<file path="config.mk">
export PLATFORM = sky130hd
export DESIGN_NAME = cpu
export DESIGN_NICKNAME = d
export VERILOG_FILES = /design/src/source/rv32i_types.sv /design/src/source/alu.sv /design/src/source/cmp.sv /design/src/source/cpu.sv /design/src/source/cpu_control.sv /design/src/source/cpu_datapath.sv /design/src/source/regfile.sv
export SDC_FILE = /design/constraint.sdc
export NUM_CORES = 2
export LEC_CHECK = 0
export BUFFER_PORTS_ARGS = -buffer_cell sky130_fd_sc_hd__clkbuf_2
export CELL_PAD_IN_SITES_DETAIL_PLACEMENT = 0
export CELL_PAD_IN_SITES_GLOBAL_PLACEMENT = 1
export CORE_AREA = 10 10 727 443
export CTS_CLUSTER_SIZE = 12
export DETAILED_ROUTE_END_ITERATION = 12
export DIE_AREA = 0 0 737 453
export GPL_ROUTABILITY_DRIVEN = 0
export PLACE_DENSITY = 0.5
export SYNTH_ARGS = -nofsm -noshare
export SYNTH_HDL_FRONTEND = slang
export SYNTH_HIERARCHICAL = 1
export SYNTH_SLANG_ARGS = --single-unit
export TNS_END_PERCENT = 10
</file>
<file path="constraint.sdc">
create_clock -name clk -period 7.9 [get_ports clk]
set_clock_uncertainty 0.15 [all_clocks]
set_input_delay 1.185 -clock clk [delete_from_list [all_inputs] [get_ports clk]]
set_output_delay 1.185 -clock clk [all_outputs]
set_load 0.05 [all_outputs]
</file>
<file path="src/source/rv32i_types.sv">
package rv32i_types;

	localparam int xlen = 32;
	localparam logic [31:0] nop_instr = 32'h0000_0013;
	localparam logic [31:0] reset_pc = 32'h0000_0000;

	// Operand select encodings
	localparam logic mux1_rs1 = 1'b0;
	localparam logic mux1_pc = 1'b1;
	localparam logic mux2_imm = 1'b0;
	localparam logic mux2_rs2 = 1'b1;

	typedef enum logic [6:0] {
		op_lui   = 7'b0110111,
		op_auipc = 7'b0010111,
		op_jal   = 7'b1101111,
		op_jalr  = 7'b1100111,
		op_br    = 7'b1100011,
		op_load  = 7'b0000011,
		op_store = 7'b0100011,
		op_imm   = 7'b0010011,
		op_reg   = 7'b0110011
	} rv32i_opcode;

	// Encoded as {funct7[5], funct3}
	typedef enum logic [3:0] {
		alu_add  = 4'b0000,
		alu_sll  = 4'b0001,
		alu_slt  = 4'b0010,
		alu_sltu = 4'b0011,
		alu_xor  = 4'b0100,
		alu_srl  = 4'b0101,
		alu_or   = 4'b0110,
		alu_and  = 4'b0111,
		alu_sub  = 4'b1000,
		alu_sra  = 4'b1101
	} alu_ops;

	typedef enum logic [2:0] {
		beq  = 3'b000,
		bne  = 3'b001,
		blt  = 3'b100,
		bge  = 3'b101,
		bltu = 3'b110,
		bgeu = 3'b111
	} branch_funct3;

	typedef enum logic [1:0] {
		wb_alu  = 2'b00,
		wb_pc4  = 2'b01,
		wb_load = 2'b10
	} wb_sel;

	typedef struct packed {
		alu_ops aluop;
		branch_funct3 cmpop;
		logic alumux1_sel;
		logic alumux2_sel;
		logic [xlen-1:0] imm;
		logic [4:0] rs1;
		logic [4:0] rs2;
		logic [4:0] rd;
		logic load_regfile;
		logic mem_read;
		logic mem_write;
		logic branch;
		logic jump;
		wb_sel wbmux_sel;
	} rv32i_control_word;

endpackage

</file>
<file path="src/source/alu.sv">
`timescale 1ns/10ps

module alu (
	input rv32i_types::alu_ops aluop,
	input logic [31:0] a,
	input logic [31:0] b,
	output logic [31:0] f
);
	import rv32i_types::*;

	logic [4:0] shamt;

	assign shamt = b[4:0];

	always_comb begin
		case (aluop)
			alu_add: f = a + b;
			alu_sub: f = a - b;
			alu_sll: f = a << shamt;
			alu_slt: f = {31'd0, $signed(a) < $signed(b)};
			alu_sltu: f = {31'd0, a < b};
			alu_xor: f = a ^ b;
			alu_srl: f = a >> shamt;
			alu_sra: f = $unsigned($signed(a) >>> shamt);
			alu_or: f = a | b;
			alu_and: f = a & b;
			default: f = a + b;
		endcase
	end

endmodule

</file>
<file path="src/source/cmp.sv">
`timescale 1ns/10ps

module cmp (
	input rv32i_types::branch_funct3 cmpop,
	input logic [31:0] a,
	input logic [31:0] b,
	output logic br_en
);
	import rv32i_types::*;

	always_comb begin
		case (cmpop)
			beq: br_en = a == b;
			bne: br_en = a != b;
			blt: br_en = $signed(a) < $signed(b);
			bge: br_en = $signed(a) >= $signed(b);
			bltu: br_en = a < b;
			bgeu: br_en = a >= b;
			// Reserved funct3 values never branch
			default: br_en = 1'b0;
		endcase
	end

endmodule

</file>
<file path="src/source/cpu.sv">
`timescale 1ns/10ps

module cpu (
	input logic clk,
	input logic rst_n,
	output logic read_a,
	output logic [31:0] address_a,
	input logic [31:0] rdata_a,
	input logic resp_a,
	output logic read_b,
	output logic write,
	output logic [3:0] wmask,
	output logic [31:0] address_b,
	output logic [31:0] wdata,
	input logic [31:0] rdata_b,
	input logic resp_b
);
	import rv32i_types::*;

	logic [31:0] instr;
	rv32i_control_word cword;

	cpu_control ctrl (
		.instr(instr),
		.cword(cword)
	);

	cpu_datapath datapath (
		.clk(clk),
		.rst_n(rst_n),
		.resp_a(resp_a),
		.resp_b(resp_b),
		.rdata_a(rdata_a),
		.rdata_b(rdata_b),
		.cword(cword),
		.instr(instr),
		.read_a(read_a),
		.read_b(read_b),
		.write(write),
		.wmask(wmask),
		.address_a(address_a),
		.address_b(address_b),
		.wdata(wdata)
	);

endmodule

</file>
<file path="src/source/cpu_control.sv">
`timescale 1ns/10ps

module cpu_control (
	input logic [31:0] instr,
	output rv32i_types::rv32i_control_word cword
);
	import rv32i_types::*;

	rv32i_opcode opcode;
	logic [2:0] funct3;
	logic [6:0] funct7;
	logic [31:0] i_imm, s_imm, b_imm, u_imm, j_imm;
	logic shift_r;

	assign opcode = rv32i_opcode'(instr[6:0]);
	assign funct3 = instr[14:12];
	assign funct7 = instr[31:25];
	assign shift_r = (funct3 == 3'b101);

	assign i_imm = {{21{instr[31]}}, instr[30:20]};
	assign s_imm = {{21{instr[31]}}, instr[30:25], instr[11:7]};
	assign b_imm = {{20{instr[31]}}, instr[7], instr[30:25], instr[11:8], 1'b0};
	assign u_imm = {instr[31:12], 12'h000};
	assign j_imm = {{12{instr[31]}}, instr[19:12], instr[20], instr[30:21], 1'b0};

	always_comb begin
		cword = '0;
		cword.aluop = alu_add;
		cword.cmpop = branch_funct3'(funct3);
		cword.alumux1_sel = mux1_rs1;
		cword.alumux2_sel = mux2_imm;
		cword.imm = i_imm;
		cword.wbmux_sel = wb_alu;
		// Unused source fields stay x0 so they never forward or stall
		case (opcode)
			op_lui, op_auipc: begin
				cword.alumux1_sel = (opcode == op_auipc) ? mux1_pc : mux1_rs1;
				cword.imm = u_imm;
				cword.rd = instr[11:7];
				cword.load_regfile = 1'b1;
			end
			op_jal, op_jalr: begin
				cword.alumux1_sel = (opcode == op_jal) ? mux1_pc : mux1_rs1;
				cword.imm = (opcode == op_jal) ? j_imm : i_imm;
				cword.rs1 = (opcode == op_jal) ? 5'd0 : instr[19:15];
				cword.rd = instr[11:7];
				cword.load_regfile = 1'b1;
				cword.jump = 1'b1;
				cword.wbmux_sel = wb_pc4;
			end
			op_br: begin
				cword.alumux1_sel = mux1_pc;
				cword.imm = b_imm;
				cword.rs1 = instr[19:15];
				cword.rs2 = instr[24:20];
				cword.branch = 1'b1;
			end
			op_load: begin
				cword.rs1 = instr[19:15];
				cword.rd = instr[11:7];
				cword.load_regfile = funct3 == 3'b010;
				cword.mem_read = funct3 == 3'b010;
				cword.wbmux_sel = wb_load;
			end
			op_store: begin
				cword.imm = s_imm;
				cword.rs1 = instr[19:15];
				cword.rs2 = instr[24:20];
				cword.mem_write = funct3 == 3'b010;
			end
			op_imm: begin
				cword.aluop = alu_ops'({shift_r & funct7[5], funct3});
				cword.rs1 = instr[19:15];
				cword.rd = instr[11:7];
				cword.load_regfile = 1'b1;
			end
			op_reg: begin
				cword.aluop = alu_ops'({(shift_r | funct3 == 3'b000) & funct7[5], funct3});
				cword.alumux2_sel = mux2_rs2;
				cword.rs1 = instr[19:15];
				cword.rs2 = instr[24:20];
				cword.rd = instr[11:7];
				// M extension encodings fall through as no-ops
				cword.load_regfile = (funct7 & 7'b1011111) == 7'd0;
			end
			default: ;
		endcase
	end

endmodule

</file>
<file path="src/source/cpu_datapath.sv">
`timescale 1ns/10ps

module cpu_datapath (
	input logic clk,
	input logic rst_n,
	input logic resp_a,
	input logic resp_b,
	input logic [31:0] rdata_a,
	input logic [31:0] rdata_b,
	input rv32i_types::rv32i_control_word cword,
	output logic [31:0] instr,
	output logic read_a,
	output logic read_b,
	output logic write,
	output logic [3:0] wmask,
	output logic [31:0] address_a,
	output logic [31:0] address_b,
	output logic [31:0] wdata
);
	import rv32i_types::*;

	typedef struct packed {
		logic [xlen-1:0] pc;
		logic [31:0] instr;
	} ex_reg_t;

	typedef struct packed {
		logic [xlen-1:0] alu_out;
		logic [xlen-1:0] store_data;
		logic [xlen-1:0] pc_plus4;
	} mw_data_t;

	logic [xlen-1:0] pc;
	ex_reg_t ex_q;
	rv32i_control_word mw_cw;
	mw_data_t mw_q;
	logic mw_done;
	logic [xlen-1:0] ld_buf;

	logic [xlen-1:0] rs1_data, rs2_data, fwd_rs1, fwd_rs2;
	logic [xlen-1:0] alu_a, alu_b, alu_out, target, load_data, wb_data;
	logic br_en, redirect, load_use, fwd1, fwd2;
	logic mw_mem, mem_ok, step;

	assign instr = ex_q.instr;

	// IF
	assign read_a = 1'b1;
	assign address_a = pc;

	// Port b drops its request once the response has been taken
	assign mw_mem = mw_cw.mem_read | mw_cw.mem_write;
	assign read_b = mw_cw.mem_read & ~mw_done;
	assign write = mw_cw.mem_write & ~mw_done;
	assign wmask = {4{write}};
	assign address_b = mw_q.alu_out;
	assign wdata = mw_q.store_data;

	// Advance only when the fetch and any MW access are both complete
	assign mem_ok = ~mw_mem | resp_b | mw_done;
	assign step = resp_a & mem_ok;

	assign load_use = mw_cw.mem_read && (mw_cw.rd != 5'd0) &&
		(mw_cw.rd == cword.rs1 || mw_cw.rd == cword.rs2);

	regfile rf (
		.clk(clk),
		.rst_n(rst_n),
		.load(mw_cw.load_regfile & step),
		.in(wb_data),
		.src_a(cword.rs1),
		.src_b(cword.rs2),
		.dest(mw_cw.rd),
		.reg_a(rs1_data),
		.reg_b(rs2_data)
	);

	// EX operands, MW result forwarded
	assign fwd1 = mw_cw.load_regfile && (mw_cw.rd != 5'd0) && (mw_cw.rd == cword.rs1);
	assign fwd2 = mw_cw.load_regfile && (mw_cw.rd != 5'd0) && (mw_cw.rd == cword.rs2);
	assign fwd_rs1 = fwd1 ? wb_data : rs1_data;
	assign fwd_rs2 = fwd2 ? wb_data : rs2_data;
	assign alu_a = (cword.alumux1_sel == mux1_pc) ? ex_q.pc : fwd_rs1;
	assign alu_b = (cword.alumux2_sel == mux2_rs2) ? fwd_rs2 : cword.imm;

	alu alu_i (
		.aluop(cword.aluop),
		.a(alu_a),
		.b(alu_b),
		.f(alu_out)
	);

	cmp cmp_i (
		.cmpop(cword.cmpop),
		.a(fwd_rs1),
		.b(fwd_rs2),
		.br_en(br_en)
	);

	// JALR needs bit 0 cleared, other targets are already even
	assign target = {alu_out[xlen-1:1], 1'b0};
	assign redirect = (cword.jump | (cword.branch & br_en)) & ~load_use;

	// MW and write-back
	assign load_data = mw_done ? ld_buf : rdata_b;

	always_comb begin
		case (mw_cw.wbmux_sel)
			wb_pc4: wb_data = mw_q.pc_plus4;
			wb_load: wb_data = load_data;
			default: wb_data = mw_q.alu_out;
		endcase
	end

	always_ff @(posedge clk or negedge rst_n) begin
		if (!rst_n) begin
			pc <= reset_pc;
			ex_q <= '{pc: reset_pc, instr: nop_instr};
			mw_cw <= '0;
			mw_done <= 1'b0;
		end else if (step) begin
			mw_done <= 1'b0;
			if (load_use) begin
				// Bubble into MW, EX waits for the loaded value
				mw_cw <= '0;
			end else begin
				mw_cw <= cword;
				pc <= redirect ? target : pc + 32'd4;
				ex_q.pc <= pc;
				ex_q.instr <= redirect ? nop_instr : rdata_a;
			end
		end else if (resp_b & mw_mem) begin
			mw_done <= 1'b1;
		end
	end

	always_ff @(posedge clk) begin
		if (step & ~load_use) begin
			mw_q.alu_out <= alu_out;
			mw_q.store_data <= fwd_rs2;
			mw_q.pc_plus4 <= ex_q.pc + 32'd4;
		end
		if (resp_b & read_b) begin
			ld_buf <= rdata_b;
		end
	end

endmodule

</file>
<file path="src/source/regfile.sv">
`timescale 1ns/10ps

module regfile (
	input logic clk,
	input logic rst_n,
	input logic load,
	input logic [31:0] in,
	input logic [4:0] src_a,
	input logic [4:0] src_b,
	input logic [4:0] dest,
	output logic [31:0] reg_a,
	output logic [31:0] reg_b
);
	logic [31:0] regs [0:31];
	logic wr_en;

	assign wr_en = load && (dest != 5'd0);

	always_ff @(posedge clk or negedge rst_n) begin
		if (!rst_n) begin
			for (int i = 0; i < 32; i++) begin
				regs[i] <= '0;
			end
		end else if (wr_en) begin
			regs[dest] <= in;
		end
	end

	// Same-cycle write bypass
	assign reg_a = (wr_en && src_a == dest) ? in : regs[src_a];
	assign reg_b = (wr_en && src_b == dest) ? in : regs[src_b];

endmodule

</file>
==> out/qor.csv <==
stage,metric,value,unit
detailed_routing,vias_per_cell,5.56,
logic_synthesis,synth_compound_area_share,9.01,%
logic_synthesis,ys_ff_latch,1256,
clock_network,clkTransAtPathRegs,0.06,ns
logic_synthesis,synth-simple-area-share,5.54,%
critical_path,worstPathMaxFanout,18,
timing,timing.final.ws_setup,0.176,ns
critical_path,cp_common_cell,buf_12,
logic_synthesis,synth_edf_count,127,
detailed_routing,first_pass_iters,6,
placement,post-place-ws,-0.252,ns
timing,finalHoldViolCount,0,
clock_network,clock_tree.buffer_depth,4,
timing,slew_viol_final,0,
timing,rsz0062_at_grt,false,
critical_path,critPathMaxStageDelay,0.60,ns
floorplan,fp-row-count,158,
placement,hpwlAfterDp,242,mm
detailed_routing,num_vias,58170,
timing,max_freq,129,MHz
clock_network,clkSinkCount,1256,
timing,fin_crit_sh,97.8,%
floorplan,dieWidth,737,µm
grt,antenna_found_initial,28,
worst_hold_path,worstHoldPathType,reg -> reg,
critical_path,worstReg2RegEnd,datapath/address_a[16],
timing,max_slew.worst_pin.slew,1.42,ns
detailed_routing,drt-wirelength-per-cell,32.8,µm
critical_path,reg2regPathDepth,29,
layout,final_cell_mix,"mux2_2, dfrtp_1, mux4_2",
grt,overflow,0,
logic_synthesis,syn_nets,6291,
logic_synthesis,yosys_warnings,6,
layout,layout-drive-gt1-share,45.2,%
logic_synthesis,yosysTopAreaCell,dfrtp_1,
critical_path,worst-setup-path-type,reg -> reg,
logic_synthesis,yosysTopAreaCellShare,36.7,%
logic_synthesis,synth_area_leaders,"dfrtp_1, mux2_2, mux4_2, edfxtp_1, o22ai_1",
floorplan,dieArea,0.334,mm²
grt,grt_pass1_vias,57177,
worst_hold_path,min_to,datapath/rf/regs[1012],
timing,fin_crit,7.72,ns
job,cap_violations,0,
worst_hold_path,min_path_cells,0,
logic_synthesis,ys_async_sr_fraction,89.9,%
timing,setup_violations,0,
worst_hold_path,hp-start,datapath/rf/regs[1012],
detailed_routing,wirelength,343,mm
logic_synthesis,synth_area,0.0769,mm²
run_status,status,"finished, final reports clean",
power,p_leak,38.7,nW
critical_path,cp_top_family,compound AO/OA/AOI/OAI gates,
critical_path,end_kind,flip-flop,
detailed_routing,drt_iter0_drc,6641,
floorplan,die_h,453,µm
critical_path,rrSetupSlack,0.18,ns
clock_network,cts_buffers,138,
floorplan,io_pins,171,
grt,grt_pass1_wl,477,mm
clock_network,htreeDepth,4,
critical_path,r2r_start,datapath/instr[4],
layout,post-route-util,29.0,%
floorplan,core-area,0.308,mm²
critical_path,start_kind,flip-flop,
layout,layout_commonest_cell,mux2_2,
clock_network,worstSkewPairLatency,0.83,ns
timing,slew_headroom,5.60,%
critical_path,critPathArrivalTime,8.22,ns
grt,grt_usage,19.9,%
layout,nets,6506,
detailed_routing,drtAntennaViolNets,0,
grt,grt_max_degree,158,
clock_network,tritoncts,done,
logic_synthesis,ys_seq_area_share,41.7,%
power,p_per_area,182,mW/mm²
logic_synthesis,yosys_most_used_dff,dfrtp_1,
logic_synthesis,synth_fa_ha_area_share,2.22,%
layout,syn2layout_area_growth,16.3,%
critical_path,cpMaxStageDelayCell,dfstp_2,
logic_synthesis,synth-xor-area-share,0.627,%
critical_path,path_buf_inv,7,
logic_synthesis,synth.area.mux_share,35.1,%
critical_path,cp.required,8.39,ns
logic_synthesis,synth_top_family_by_area,multiplexers,
clock_network,clockRootBuffer,clkbuf_16,
logic_synthesis,avgSynthCellArea,12.6,µm²
floorplan,start_util,25.0,%
logic_synthesis,yosys.cell_types.count,105,
power,ir_drop,148,µV
logic_synthesis,synthCells,6088,
placement,port_buffers,168,
detailed_routing,drcViolationCount,0,
[where the power goes]
part           switching (mW)  internal [mW]  leakage [nW]
logic                    2.04          0.932          19.8
registers               0.350           6.73          16.9
clock network            2.84           3.42          1.94
total                    5.22           11.1          38.7
[sequential cells by signal, indices dropped and copies added, names as in the netlist, 31 cells and up]
signal              flops
datapath/address_a     31
datapath/address_b     32
datapath/ex_q          31
datapath/instr         32
datapath/ld_buf        32
datapath/mw_q          31
datapath/rf/regs     1024
datapath/wdata         32
[synthesized netlist by cell type (all sizes together) (9+ instances only)]
cell and count:
and3 22, a21oi 203, mux2 1240, nand3 57, a2bb2oi 14, nor2b 11
nand3b 16, o211ai 30, o21a 11, a22oi 11, ha 133, nand4 24
nand2 209, o31a 9, o22ai 271, a221oi 57, inv 187, a21o 30
clkbuf 303, o2111ai 11, nand2b 20, a31oi 24, edfxtp 127, xnor2 32
buf 399, o21bai 15, o21ai 250, nor3b 12, dfrtp 1126, nor2 228
xor2 23, nor4 83, a211oi 31, and2 41, o31ai 16, nor3 58
mux4 557, or3 14, mux2i 40
[stage by stage]
stage	instances	hold WS [ns]	setup TNS, ns	total power, mW	area (µm²)
after floorplan	6088	0.287	0	8.59	76900
after global placement	10236	0.228	-1.01	10.1	85100
after detailed placement	10236	0.233	-0.500	10.1	85100
after CTS	10439	0.248	0	16.3	89100
after global routing	10446	0.256	0	16.9	89300
final	10454	0.243	0	16.3	89300
[cells by family (layout without fill, tap and decap cells)]
family	count (synthesis)	after routing
multiplexers	1837	1837
flip-flops	1256	1256
AO/OA/AOI/OAI	1078	1078
buffers and inverters	889	1167
AND/OR/NAND/NOR	836	836
adder cells (fa/ha/maj)	135	135
XOR/XNOR	55	55
other	2	10
[area by class of cell]
type                       instances  area (µm²)
clock inverter                    14         129
fill                           31325      219000
tap                             4080        5100
multi-input combinational       3943       41000
antenna                            8        20.0
timing repair buffer             777        6470
inverter                         187         707
clock buffer                     189        3860
sequential                      1256       32100
[worst max path at each step]
stage                      start                endpoint  slack, ns  cells after the start
6_report       datapath/instr[4]  datapath/address_a[16]       0.18                     29
5_1_grt        datapath/instr[0]  datapath/address_a[30]       0.01                     28
4_1_cts        datapath/instr[4]  datapath/address_a[29]     0.0004                     27
3_5_place_dp   datapath/instr[4]  datapath/address_a[20]      -0.25                     29
3_3_place_gp   datapath/instr[4]  datapath/address_a[20]      -0.43                     27
2_1_floorplan             resp_b  datapath/address_a[24]       0.48                     27
[metal layers]
layer	share of wire, %	vias to the layer above	GRT usage, %
li1	-	23622	-
met1	50	31508	31.5
met2	37	2677	24.6
met3	12	335	8.41
met4	1.4	28	2.67
met5	0.052	-	0
[what timing repair did]
action                     4_1_cts  5_1_grt
hold buffers                     0        0
gates cloned                     0        1
pin swaps                        0        2
buffers inserted                 0        6
setup endpoints to repair        4       72
resized for setup                3       21
(Power assumes the default switching activity.)
